## src/board_pkg.sv

```systemverilog
`default_nettype none

package board_pkg;

    // ------------------------------------------------------------------------
    // Board dimensions
    // ------------------------------------------------------------------------

    localparam int w_sample = 24;  // INMP441 sample width
    localparam int w_led    = 16;  // LED bar length
    localparam int w_digit  = 6;   // Six hex digits cover one full sample
    localparam int w_key    = 2;
    localparam int w_sw     = 1;

    // ------------------------------------------------------------------------
    // Shared types
    // ------------------------------------------------------------------------

    // One microphone sample plus its strobe
    typedef struct packed {
        logic signed [w_sample-1:0] data;   // Held until the next strobe
        logic                       valid;  // Single-cycle pulse
    } mic_sample_t;

    // Seven-segment drive, both fields active high
    typedef struct packed {
        logic [7:0]         abcdefgh;  // Segment a in bit 7, dp in bit 0
        logic [w_digit-1:0] digit;     // One-hot digit enable
    } seg_drive_t;

    typedef enum logic [1:0] {
        mode_sample,  // Live sample
        mode_peak,    // Held peak of last tick
        mode_freeze   // Display held
    } display_mode_e;

    typedef enum logic [1:0] {
        st_idle,   // Waiting for first left slot
        st_skip,   // One-bit I2S delay
        st_shift,  // Collecting 24 data bits
        st_pad     // Rest of the frame
    } i2s_state_e;

endpackage

`default_nettype wire

```

## src/board_specific_top.sv

```systemverilog
`default_nettype none

module board_specific_top
    import board_pkg::*;
#(
    parameter int clk_mhz      = 50,
    parameter int tick_hz      = 2,
    parameter int mic_sck_half = 8,
    parameter int scan_div     = 5000
) (
    input  logic               clk,
    input  logic               rst_n,
    input  logic [w_key-1:0]   key_n,     // Low when pressed
    input  logic [w_sw-1:0]    sw,
    output logic [w_led-1:0]   led,
    output logic [7:0]         abcdefgh,
    output logic [w_digit-1:0] digit_n,   // Low enables a digit
    output logic               mic_sck,
    output logic               mic_ws,
    output logic               mic_lr,
    input  logic               mic_sd
);

    seg_drive_t seg;

    top #(
        .clk_mhz      (clk_mhz),
        .tick_hz      (tick_hz),
        .mic_sck_half (mic_sck_half),
        .scan_div     (scan_div)
    ) i_top (
        .clk     (clk),
        .rst_n   (rst_n),
        .key     (~key_n),   // Bring keys to active high
        .sw      (sw),
        .led     (led),
        .seg     (seg),
        .mic_sck (mic_sck),
        .mic_ws  (mic_ws),
        .mic_sd  (mic_sd)
    );

    assign abcdefgh = seg.abcdefgh;
    assign digit_n  = ~seg.digit;
    assign mic_lr   = 1'b0;          // Mic answers in the left slot

endmodule

`default_nettype wire

```

## src/display_mode_fsm.sv

```systemverilog
`default_nettype none

module display_mode_fsm
    import board_pkg::*;
(
    input  logic                clk,
    input  logic                rst_n,
    input  logic [w_key-1:0]    key,
    input  mic_sample_t         sample,
    input  logic [w_sample-1:0] peak,
    output logic [w_sample-1:0] display_value
);

    logic [w_key-1:0] key_s1;    // Synchronizer stage 1
    logic [w_key-1:0] key_s2;    // Synchronizer stage 2
    logic [w_key-1:0] key_q;     // For edge detect
    logic [w_key-1:0] key_rise;
    display_mode_e    mode;
    display_mode_e    mode_next;

    // ------------------------------------------------------------------------
    // Key input
    // ------------------------------------------------------------------------

    always_ff @(posedge clk) begin
        if (!rst_n) begin
            key_s1 <= '0;
            key_s2 <= '0;
            key_q  <= '0;
        end else begin
            key_s1 <= key;
            key_s2 <= key_s1;
            key_q  <= key_s2;
        end
    end

    assign key_rise = key_s2 & ~key_q;

    // ------------------------------------------------------------------------
    // Mode FSM
    // ------------------------------------------------------------------------

    always_comb begin
        mode_next = mode;
        if (key_rise[1]) begin
            mode_next = mode_sample;  // Key 1 wins
        end else if (key_rise[0]) begin
            unique case (mode)
                mode_sample: mode_next = mode_peak;
                mode_peak:   mode_next = mode_freeze;
                mode_freeze: mode_next = mode_sample;
            endcase
        end
    end

    always_ff @(posedge clk) begin
        if (!rst_n) begin
            mode          <= mode_sample;
            display_value <= '0;
        end else begin
            mode <= mode_next;
            unique case (mode)
                mode_sample: display_value <= sample.data;
                mode_peak:   display_value <= peak;
                mode_freeze: display_value <= display_value;  // Hold
            endcase
        end
    end

    mode_legal : assert property (@(posedge clk) disable iff (!rst_n)
        mode inside {mode_sample, mode_peak, mode_freeze});

endmodule

`default_nettype wire

```

## src/inmp441_mic_i2s_receiver.sv

```systemverilog
`default_nettype none

module inmp441_mic_i2s_receiver
    import board_pkg::*;
#(
    parameter int mic_sck_half = 8  // clk cycles per sck half period
) (
    input  logic        clk,
    input  logic        rst_n,
    output logic        sck,
    output logic        ws,
    input  logic        sd,
    output mic_sample_t sample
);

    localparam int w_half = $clog2(mic_sck_half + 1);

    logic [w_half-1:0]   half_cnt;
    logic                half_done;
    logic                sck_rise;     // sck about to go high
    logic                sck_fall;     // sck about to go low
    logic [5:0]          bit_cnt;      // sck periods in frame
    logic [5:0]          bit_next;
    logic                frame_start;  // ws falls here
    i2s_state_e          state;
    logic [4:0]          shift_cnt;
    logic [w_sample-1:0] shreg;

    // ------------------------------------------------------------------------
    // Serial clock and word select
    // ------------------------------------------------------------------------

    assign half_done   = (half_cnt == w_half'(mic_sck_half - 1));
    assign sck_rise    = half_done & ~sck;
    assign sck_fall    = half_done & sck;
    assign bit_next    = bit_cnt + 6'd1;
    assign frame_start = sck_fall & (bit_cnt == 6'd63);  // End of right slot

    always_ff @(posedge clk) begin
        if (!rst_n) begin
            half_cnt <= '0;
            sck      <= 1'b0;
        end else if (half_done) begin
            half_cnt <= '0;
            sck      <= ~sck;
        end else begin
            half_cnt <= half_cnt + 1'b1;
        end
    end

    // ws low for periods 0..31, high for 32..63
    always_ff @(posedge clk) begin
        if (!rst_n) begin
            bit_cnt <= '0;
            ws      <= 1'b0;
        end else if (sck_fall) begin
            bit_cnt <= bit_next;
            ws      <= bit_next[5];
        end
    end

    // ------------------------------------------------------------------------
    // Sample assembly
    // ------------------------------------------------------------------------

    always_ff @(posedge clk) begin
        if (state == st_shift && sck_rise) begin
            shreg <= {shreg[w_sample-2:0], sd};  // MSB first
        end
    end

    always_ff @(posedge clk) begin
        if (!rst_n) begin
            state     <= st_idle;
            shift_cnt <= '0;
            sample    <= '0;
        end else begin
            sample.valid <= 1'b0;  // Strobe by default
            unique case (state)
                st_idle: if (frame_start) state <= st_skip;
                st_skip: begin
                    if (sck_rise) begin  // Drop the delay bit
                        state     <= st_shift;
                        shift_cnt <= '0;
                    end
                end
                st_shift: begin
                    if (sck_rise) begin
                        shift_cnt <= shift_cnt + 1'b1;
                        if (shift_cnt == 5'(w_sample - 1)) begin  // LSB taken now
                            sample.data  <= {shreg[w_sample-2:0], sd};
                            sample.valid <= 1'b1;
                            state        <= st_pad;
                        end
                    end
                end
                st_pad: if (frame_start) state <= st_skip;  // Ignore trailing bits
            endcase
        end
    end

    // ws and sck move on the same edge
    ws_on_sck_fall : assert property (@(posedge clk) disable iff (!rst_n)
        $changed(ws) |-> $fell(sck));

endmodule

`default_nettype wire

```

## src/peak_meter.sv

```systemverilog
`default_nettype none

module peak_meter
    import board_pkg::*;
(
    input  logic                clk,
    input  logic                rst_n,
    input  mic_sample_t         sample,
    input  logic                slow_tick,
    input  logic                led_raw,    // Show raw sample bits on the LEDs
    output logic [w_sample-1:0] peak,
    output logic [w_led-1:0]    led
);

    logic [w_sample-1:0] mag;      // |sample|
    logic [w_sample-1:0] run_max;  // Max of current interval
    logic [w_led-1:0]    bar;

    // Absolute value, most negative code clips to full scale
    always_comb begin
        if (!sample.data[w_sample-1]) begin
            mag = sample.data;
        end else if (sample.data == {1'b1, {(w_sample - 1){1'b0}}}) begin
            mag = {1'b0, {(w_sample - 1){1'b1}}};
        end else begin
            mag = w_sample'(-sample.data);
        end
    end

    always_ff @(posedge clk) begin
        if (!rst_n) begin
            run_max <= '0;
            peak    <= '0;
        end else if (slow_tick) begin
            peak    <= run_max;
            run_max <= sample.valid ? mag : '0;  // Same-cycle sample opens new interval
        end else if (sample.valid && mag > run_max) begin
            run_max <= mag;
        end
    end

    // Thermometer, one LED per octave from 2^8
    always_comb begin
        for (int i = 0; i < w_led; i++) begin
            bar[i] = (peak >= (w_sample'(1) << (i + 8)));
        end
    end

    always_ff @(posedge clk) begin
        if (!rst_n) begin
            led <= '0;
        end else begin
            led <= led_raw ? sample.data[w_sample-1 -: w_led] : bar;
        end
    end

endmodule

`default_nettype wire

```

## src/seven_seg_mux.sv

```systemverilog
`default_nettype none

module seven_seg_mux
    import board_pkg::*;
#(
    parameter int scan_div = 5000  // clk cycles per digit
) (
    input  logic                clk,
    input  logic                rst_n,
    input  logic [w_sample-1:0] value,
    output seg_drive_t          seg
);

    localparam int w_scan = $clog2(scan_div + 1);

    logic [w_scan-1:0] scan_cnt;
    logic [2:0]        digit_idx;  // 0 is the low nibble
    logic [3:0]        nibble;

    // ------------------------------------------------------------------------
    // Digit scan
    // ------------------------------------------------------------------------

    always_ff @(posedge clk) begin
        if (!rst_n) begin
            scan_cnt  <= '0;
            digit_idx <= '0;
        end else if (scan_cnt == w_scan'(scan_div - 1)) begin
            scan_cnt  <= '0;
            digit_idx <= (digit_idx == 3'(w_digit - 1)) ? 3'd0 : digit_idx + 3'd1;
        end else begin
            scan_cnt <= scan_cnt + 1'b1;
        end
    end

    assign nibble = value[digit_idx * 4 +: 4];

    // ------------------------------------------------------------------------
    // Hex decode, dp always off
    // ------------------------------------------------------------------------

    always_comb begin
        seg.digit = w_digit'(1) << digit_idx;
        unique case (nibble)
            4'h0: seg.abcdefgh = 8'hfc;
            4'h1: seg.abcdefgh = 8'h60;
            4'h2: seg.abcdefgh = 8'hda;
            4'h3: seg.abcdefgh = 8'hf2;
            4'h4: seg.abcdefgh = 8'h66;
            4'h5: seg.abcdefgh = 8'hb6;
            4'h6: seg.abcdefgh = 8'hbe;
            4'h7: seg.abcdefgh = 8'he0;
            4'h8: seg.abcdefgh = 8'hfe;
            4'h9: seg.abcdefgh = 8'hf6;
            4'ha: seg.abcdefgh = 8'hee;
            4'hb: seg.abcdefgh = 8'h3e;  // Lower case b
            4'hc: seg.abcdefgh = 8'h9c;
            4'hd: seg.abcdefgh = 8'h7a;  // Lower case d
            4'he: seg.abcdefgh = 8'h9e;
            4'hf: seg.abcdefgh = 8'h8e;
        endcase
    end

    // Index stays inside the six digits
    digit_onehot : assert property (@(posedge clk) disable iff (!rst_n)
        $onehot(seg.digit));

endmodule

`default_nettype wire

```

## src/tick_gen.sv

```systemverilog
`default_nettype none

module tick_gen #(
    parameter int clk_mhz = 50,  // Input clock in MHz
    parameter int tick_hz = 2    // Strobe rate
) (
    input  logic clk,
    input  logic rst_n,
    output logic slow_tick
);

    // Cycles between two strobes
    localparam int interval = clk_mhz * 1_000_000 / tick_hz;
    localparam int w_cnt    = $clog2(interval + 1);

    logic [w_cnt-1:0] cnt;  // Counts down to zero

    always_ff @(posedge clk) begin
        if (!rst_n) begin
            cnt       <= w_cnt'(interval - 1);
            slow_tick <= 1'b0;
        end else if (cnt == '0) begin
            cnt       <= w_cnt'(interval - 1);  // Reload for next interval
            slow_tick <= 1'b1;
        end else begin
            cnt       <= cnt - 1'b1;
            slow_tick <= 1'b0;
        end
    end

endmodule

`default_nettype wire

```

## src/top.sv

```systemverilog
`default_nettype none

module top
    import board_pkg::*;
#(
    parameter int clk_mhz      = 50,
    parameter int tick_hz      = 2,
    parameter int mic_sck_half = 8,
    parameter int scan_div     = 5000
) (
    input  logic             clk,
    input  logic             rst_n,
    input  logic [w_key-1:0] key,      // Active high
    input  logic [w_sw-1:0]  sw,
    output logic [w_led-1:0] led,
    output seg_drive_t       seg,
    output logic             mic_sck,
    output logic             mic_ws,
    input  logic             mic_sd
);

    mic_sample_t         sample;
    logic                slow_tick;
    logic [w_sample-1:0] peak;
    logic [w_sample-1:0] display_value;

    inmp441_mic_i2s_receiver #(.mic_sck_half(mic_sck_half)) i_microphone (
        .clk    (clk),
        .rst_n  (rst_n),
        .sck    (mic_sck),
        .ws     (mic_ws),
        .sd     (mic_sd),
        .sample (sample)
    );

    tick_gen #(.clk_mhz(clk_mhz), .tick_hz(tick_hz)) i_tick_gen (
        .clk       (clk),
        .rst_n     (rst_n),
        .slow_tick (slow_tick)
    );

    peak_meter i_peak_meter (
        .clk       (clk),
        .rst_n     (rst_n),
        .sample    (sample),
        .slow_tick (slow_tick),
        .led_raw   (sw[0]),     // Switch picks bar or raw bits
        .peak      (peak),
        .led       (led)
    );

    display_mode_fsm i_display_mode_fsm (
        .clk           (clk),
        .rst_n         (rst_n),
        .key           (key),
        .sample        (sample),
        .peak          (peak),
        .display_value (display_value)
    );

    seven_seg_mux #(.scan_div(scan_div)) i_seven_seg_mux (
        .clk   (clk),
        .rst_n (rst_n),
        .value (display_value),
        .seg   (seg)
    );

endmodule

`default_nettype wire
```

## config.mk

```make
export PLATFORM = sky130hd
export DESIGN_NAME = board_specific_top
export DESIGN_NICKNAME = d
export VERILOG_FILES = /design/src/board_pkg.sv /design/src/board_specific_top.sv /design/src/display_mode_fsm.sv /design/src/inmp441_mic_i2s_receiver.sv /design/src/peak_meter.sv /design/src/seven_seg_mux.sv /design/src/tick_gen.sv /design/src/top.sv
export SDC_FILE = /design/constraint.sdc
export NUM_CORES = 1
export LEC_CHECK = 0
export BUFFER_PORTS_ARGS = -buffer_cell sky130_fd_sc_hd__buf_4
export CORE_ASPECT_RATIO = 0.8
export CORE_UTILIZATION = 45
export CTS_CLUSTER_SIZE = 40
export DETAILED_ROUTE_END_ITERATION = 16
export HOLD_SLACK_MARGIN = 0.03
export PLACE_DENSITY_LB_ADDON = 0.2
export SETUP_SLACK_MARGIN = 0.5
export SLEW_MARGIN = 20
export SYNTH_ARGS = -nofsm -noshare
export SYNTH_HDL_FRONTEND = slang
export SYNTH_HIERARCHICAL = 1
export SYNTH_SLANG_ARGS = --single-unit
```

## constraint.sdc

```tcl
create_clock -name clk -period 7.09 [get_ports clk]
set_input_delay 0 -clock clk [delete_from_list [all_inputs] [get_ports clk]]
set_output_delay 0 -clock clk [all_outputs]
set_load 0.02 [all_outputs]
```

### After elaboration in Yosys (flattened, before gate mapping)

Memory sizes are Yosys's and may differ from the RTL's.
Index checks and enable logic that the tools add are counted.
Widths: inputs -> output; s select.

* output and inout port bits: 33
* bits of input ports: 6
* register bits: 205
* logic and storage cells: 107
* memories kept: 1
* bits in read-only memories: 112

* reductions and logical operators: 16
* add/subtract/negate cells: 7
* magnitude comparators: 17
* eq/ne operators: 15
* shifts and indexed selects: 2
* bitwise operators: 9
* muxes and demuxes: 19

Memories
* (name not given): depth 16, bits a word 7, rd ports 1, clocked after memory_dff 0, write ports 0, RTL line seven_seg_mux.sv:44 `unique case (nibble)`

Operator list (count)
* $mux 24: 5
* $pmux 24 s2: 1
* $logic_not 25->1: 1
* $sub 25x1->25 const B: 1
* $eq 24x24->1 const B: 1
* $ge 24x10->1 const B: 1
* $ge 24x11->1 const B: 1
* $ge 24x12->1 const B: 1
* $ge 24x13->1 const B: 1
* $ge 24x14->1 const B: 1
* $ge 24x15->1 const B: 1
* $ge 24x16->1 const B: 1
* $ge 24x17->1 const B: 1
* $ge 24x18->1 const B: 1
* $ge 24x19->1 const B: 1
* $ge 24x20->1 const B: 1
* $ge 24x21->1 const B: 1
* $ge 24x22->1 const B: 1
* $ge 24x23->1 const B: 1
* $ge 24x24->1 const B: 1
* $ge 24x9->1 const B: 1
* $gt 24x24->1: 1
* $neg 24->24: 1
* $shiftx 24x6->4: 1
* other kinds (33): 57

### Logic depth before layout (Yosys ltp)

* depth after elaboration: 7
* mapped depth: 15
* depth with buffers taken out: 13

### Hierarchy

The synthesis kept the hierarchy.

By module, submodules not included
* peak_meter: sequential area each 1281.2 um^2, area each 3813.7 um^2, instances 1, cells each 434
* inmp441_mic_i2s_receiver: sequential area each 1551.5 um^2, area each 2527.4 um^2, instances 1, cells each 202
* display_mode_fsm: sequential area each 640.6 um^2, area each 1322.5 um^2, instances 1, cells each 133
* seven_seg_mux: sequential area each 320.3 um^2, area each 1212.4 um^2, instances 1, cells each 135
* tick_gen: sequential area each 520.5 um^2, area each 1177.4 um^2, instances 1, cells each 123
* board_specific_top: sequential area each 0.0 um^2, area each 41.3 um^2, instances 1, cells each 10

### Worst setup path before layout

No wires, ideal clock.

* path type: flip-flop to flip-flop
* from: register i_top/i_microphone/sample[1] (netlist name)
* to: register i_top.i_peak_meter.run_max[19]
* slack: 3073 ps
* buffers on the path: 1
* setup time: 72 ps
* data arrival time: 3945 ps
* clock period less this slack: 4017 ps
* stages on the path, launching flop included: 15
* data required time: 7018 ps
* cell sequence: dfxtp_1 > inv_1 > ha_1 > or4b_4 > or4b_1 > o31ai_1 > mux2i_1 > ha_1 > nand4_1 > or4_1 > o41ai_1 > o21bai_1 > nor2_4 > buf_6 > mux2i_1

* word-level cells in the longest chain between the ends: 6
* elaborated cells between the ends (all ways): 10
* those cells by class: 1 x add/sub; 1 x order compare; 1 x eq/ne; 5 x mux; 2 x reduce/logical

Ends and longest elaborated chain
* $neg 24->24 / $eq 24x24->1 (equally long branches): RTL line peak_meter.sv:26, peak_meter.sv:23
* $mux 24: RTL line peak_meter.sv:23 `end else if (sample.data == {1'b1, {(w_sample - 1){1'b0}}}) begin`
* $mux 24 *: RTL line peak_meter.sv:21 `if (!sample.data[w_sample-1]) begin`
* $gt 24x24->1: RTL line peak_meter.sv:37 `end else if (sample.valid && mag > run_max) begin`
* $logic_and 1x1->1: RTL line peak_meter.sv:37
* $reduce_bool 2->1 (no source line)
* to (signal assigned): RTL line peak_meter.sv:36 `run_max <= sample.valid ? mag : '0;`
* to (signal assigned): RTL line peak_meter.sv:38 `run_max <= mag;`
* to (decl): RTL line peak_meter.sv:16 `logic [w_sample-1:0] run_max;`

Mark *: on every way between the ends. The rest lies on a longest branch, timed or not. The select of a mux whose other input is x is not followed.
A chain may end at the register's enable or synchronous reset.

### Worst setup path after layout

* from: register i_top/i_microphone/sample[1] (netlist name)
* to: register i_top.i_peak_meter.run_max[2]

* word-level cells in the longest chain between the ends: 6
* elaborated cells between the ends (all ways): 10
* those cells by class: 1 x add/sub; 1 x order compare; 1 x eq/ne; 5 x mux; 2 x reduce/logical

Ends and longest elaborated chain (RTL line)
* $neg 24->24 / $eq 24x24->1 (equally long branches): peak_meter.sv:26, peak_meter.sv:23
* $mux 24: peak_meter.sv:23
* $mux 24 *: peak_meter.sv:21
* $gt 24x24->1: peak_meter.sv:37
* $logic_and 1x1->1: peak_meter.sv:37
* $reduce_bool 2->1 (no source line)

Marks and branches as above.

==> flow_summary.toml <==
[run_status]
status = "completed"

[yosys]
ys_warn_count = 6
synth_cells = 1037
synth_cell_types = 79
synthTopCellsByCount = "dfxtp_1 (181), mux2i_1 (122), nand2_1 (89)"
ys_ff_latch = 204
synthTopCellsByArea = "dfxtp_1 (36%), mux2i_1 (12%), edfxtp_1 (6.8%), ha_1 (5.2%), nor2b_1 (3.4%)"
ys.flop_type = "dfxtp_1"
synth_top_area_share_pct = 35.9
ys_seq_area_share_pct = 42.7
yosys.area.top_type = "dfxtp_1"
syn_area_per_cell_um2 = 9.73
synth_area_um2 = 10100
synth_nets = 1085
post-synth-top-count-cell = "dfxtp_1"
synth-async-reset-ratio_pct = 0
synth-edff-count = 23

[critical_path]
cp-start-kind = "register"
critical_path_class = "register to register"
crit_path_end_kind = "register"
arrival_ns = 5.22
critPathMaxFanout = 22
cp_data_required_time_ns = 7.52

[power_and_ir_drop]
clock_power_share_pct = 47.5
internal_power_mw = 1.92
total_leakage_power_nw = 4.43
p_switching_uw = 531
power.share.sequential_pct = 48.5
p_per_area_nw_per_um2 = 216
combPwrFrac_pct = 4.0
ir_drop_v = 0.000225
switching_share_pct = 21.7

[sta]
finalSetupViolCount = 0
finalMaxSlewViolations = 0
hold_violations = 0
worstMarginPinSlew_ns = 0.982
relSlewSlack_pct = 34.1
fin_skew_ns = 0.0186
timing.fmax_ghz = 0.209
rsz0062_at_grt = "false"
finalCriticalPeriod_ns = 4.80
finalSetupTns_ns = 0
min_period_over_period_pct = 67.6

[clocking]
cts.sinks = 204
postCtsSetupBuffers = 0
cts_root_buf = "clkbuf_16"
insertion_delay_ns = 0.50
htreeDepth = 1
clockBufferDepth = 3
cts_tree = "yes"
postCtsHoldBufs = 7
cts_resized = 0
clk_pin_slew_worst_paths_ns = 0.06
cts_buffers = 22

[layout]
n_fill_cell = 2066
antenna-diode-count = 0
syn_to_final_growth_pct = 12.2
drive_gt1_share_pct = 10.7
fin_util_pct = 51.9
layout.nets = 1107
final_area_um2 = 11300

[placed_design]
place_congestion = 0.798
place_hpwl_mm = 15.1
io_buffers = 36
place_area_um2 = 10500

[drt]
via_per_inst = 5.29
num_vias = 7277
ant_nets = 0
routed_wl_mm = 21.6
drc = 0
dr.pass1.iters = 5
drt_iter0_markers = 471
routedWlPerCell_um = 15.7

[floorplan]
core_um2 = 21800
ios = 39
fp.dieH_um = 136
die_x_um = 169
rows = 48
initial_core_util_pct = 46.3
fp.dieArea_um2 = 23000

[global_route]
grt.total_usage_pct = 19.1
antenna_found_initial = 0
grt_overflow_total = 0
grt_pass1_vias = 6684
grt_first_pass_wirelength_mm = 35.3
grt_max_degree = 55

[flow_run]
drv_cap = 0

[hold_path]
min_path_type = "primary input to register"
-- worst max-delay path, stage by stage (launching register included) --
cell	delay, ns
dfxtp_1	0.34
inv_1	0.07
ha_1	0.19
or4b_4	0.51
or4b_1	0.58
o31ai_1	0.28
mux2i_1	0.14
ha_1	0.31
nand4_1	0.17
or4_1	0.61
o41ai_1	0.36
o21bai_1	0.20
nor2_4	0.71
mux2i_1	0.26
-- routing by layer --
| layer | vias to the layer above | GRT usage, % | wire length, µm |
|---|---|---|---|
| met4 | 0 | 4.50 | 392 |
| li1 | 3716 | - | - |
| met5 | - | 0 | 0 |
| met3 | 31 | 3.41 | 900 |
| met2 | 120 | 27.5 | 8590 |
| met1 | 3410 | 29.3 | 11700 |
-- state kept, by name, summed over array words and instances, names as in the netlist, 2 cells and up --
name and cells:
i_top/i_display_mode_fsm/mode 2, i_top/i_microphone/shift_cnt 5, i_top/i_tick_gen/cnt 25, i_top/i_display_mode_fsm/key_s2 2, i_top/i_microphone/sample 25, i_top/i_microphone/shreg 23
i_top/i_peak_meter/peak 24, i_top/i_display_mode_fsm/key_q 2, i_top/i_seven_seg_mux/scan_cnt 13, i_top/i_microphone/state 2, i_top/i_peak_meter/led 16, i_top/i_peak_meter/run_max 24
i_top/i_seven_seg_mux/digit_idx 3, i_top/i_display_mode_fsm/display_value 24, i_top/i_microphone/half_cnt 4, i_top/i_microphone/bit_cnt 5, i_top/i_display_mode_fsm/key_s1 2
-- cell usage in the layout, fill, tap and decap left out, types with 4 or more instances in the layout --
cell / instances
dlygate4sd3_1: 7
nand3_1: 23
nand4b_1: 5
ha_1: 42
o21ai_0: 48
o22ai_1: 4
nand2b_1: 7
nor4_4: 4
nand4_1: 12
nand3b_1: 4
edfxtp_1: 23
inv_1: 58
clkbuf_16: 23
and3_1: 7
nor2_1: 47
dfxtp_1: 181
or4_1: 8
o41ai_1: 8
clkbuf_1: 5
o211a_1: 9
clkinv_2: 4
or3_1: 18
a21boi_0: 7
mux2i_1: 122
nand2_1: 89
a21oi_1: 51
o31ai_1: 9
buf_4: 45
and2_1: 16
nor2b_1: 55
nor3_1: 14
xnor2_1: 15
xor2_1: 19
-- power groups by stage --
stage | Sequential [mW] | Clock (mW) | Combinational [mW]
after global routing | 1.19 | 1.25 | 0.109
final | 1.19 | 1.16 | 0.0980
after global placement | 1.21 | 0 | 0.0932
after CTS | 1.19 | 1.20 | 0.0987
after detailed placement | 1.21 | 0 | 0.0943
after floorplan | 1.21 | 0 | 0.0708
-- worst paths after layout --
path                                 startpoint                                 end  slack (ns)  depth (start not counted)
max                i_top/i_microphone/sample[1]       i_top/i_peak_meter/run_max[2]        2.29                         13
min                                      mic_sd         i_top/i_microphone/shreg[0]        0.27                          2
max reg2reg        i_top/i_microphone/sample[1]       i_top/i_peak_meter/run_max[2]        2.29                         13
min reg2reg  i_top/i_display_mode_fsm/key_s1[0]  i_top/i_display_mode_fsm/key_s2[0]        0.43                          1
-- through the flow --
stage / setup slack [ns] / power (mW) / hold slack, ns / instances
floorplan: 3.07 / 1.28 / 0.0989 / 1037
global placement: 2.41 / 1.31 / 0.225 / 1328
detailed placement: 2.29 / 1.31 / 0.222 / 1328
CTS: 2.27 / 2.48 / 0.249 / 1375
global route: 1.95 / 2.54 / 0.248 / 1375
finish: 2.29 / 2.45 / 0.270 / 1375
-- cells by family (layout without fill, tap and decap cells) --
kind of cell    after synthesis  after routing  synth area share, %
xor+xnor                     34             34                 2.95
buf+inv                     113            151                 5.29
flops                       204            204                 42.7
simple gates                333            333                 18.7
compound gates              182            182                 12.2
other cells                   2              2               0.0744
fa+ha+maj                    42             42                 5.21
mux                         127            127                 12.8
-- layout make-up --
| type | instances | area (µm²) | share of cell area [%] |
|---|---|---|---|
| clock buffer | 31 | 636 | 5.61 |
| clock inverter | 9 | 111 | 0.983 |
| inverter | 59 | 221 | 1.96 |
| multi-input combinational | 720 | 5260 | 46.4 |
| sequential | 204 | 4310 | 38.1 |
| tap | 300 | 375 | 3.31 |
| timing repair buffer | 52 | 408 | 3.60 |
Power figures use the tool's default switching activity.
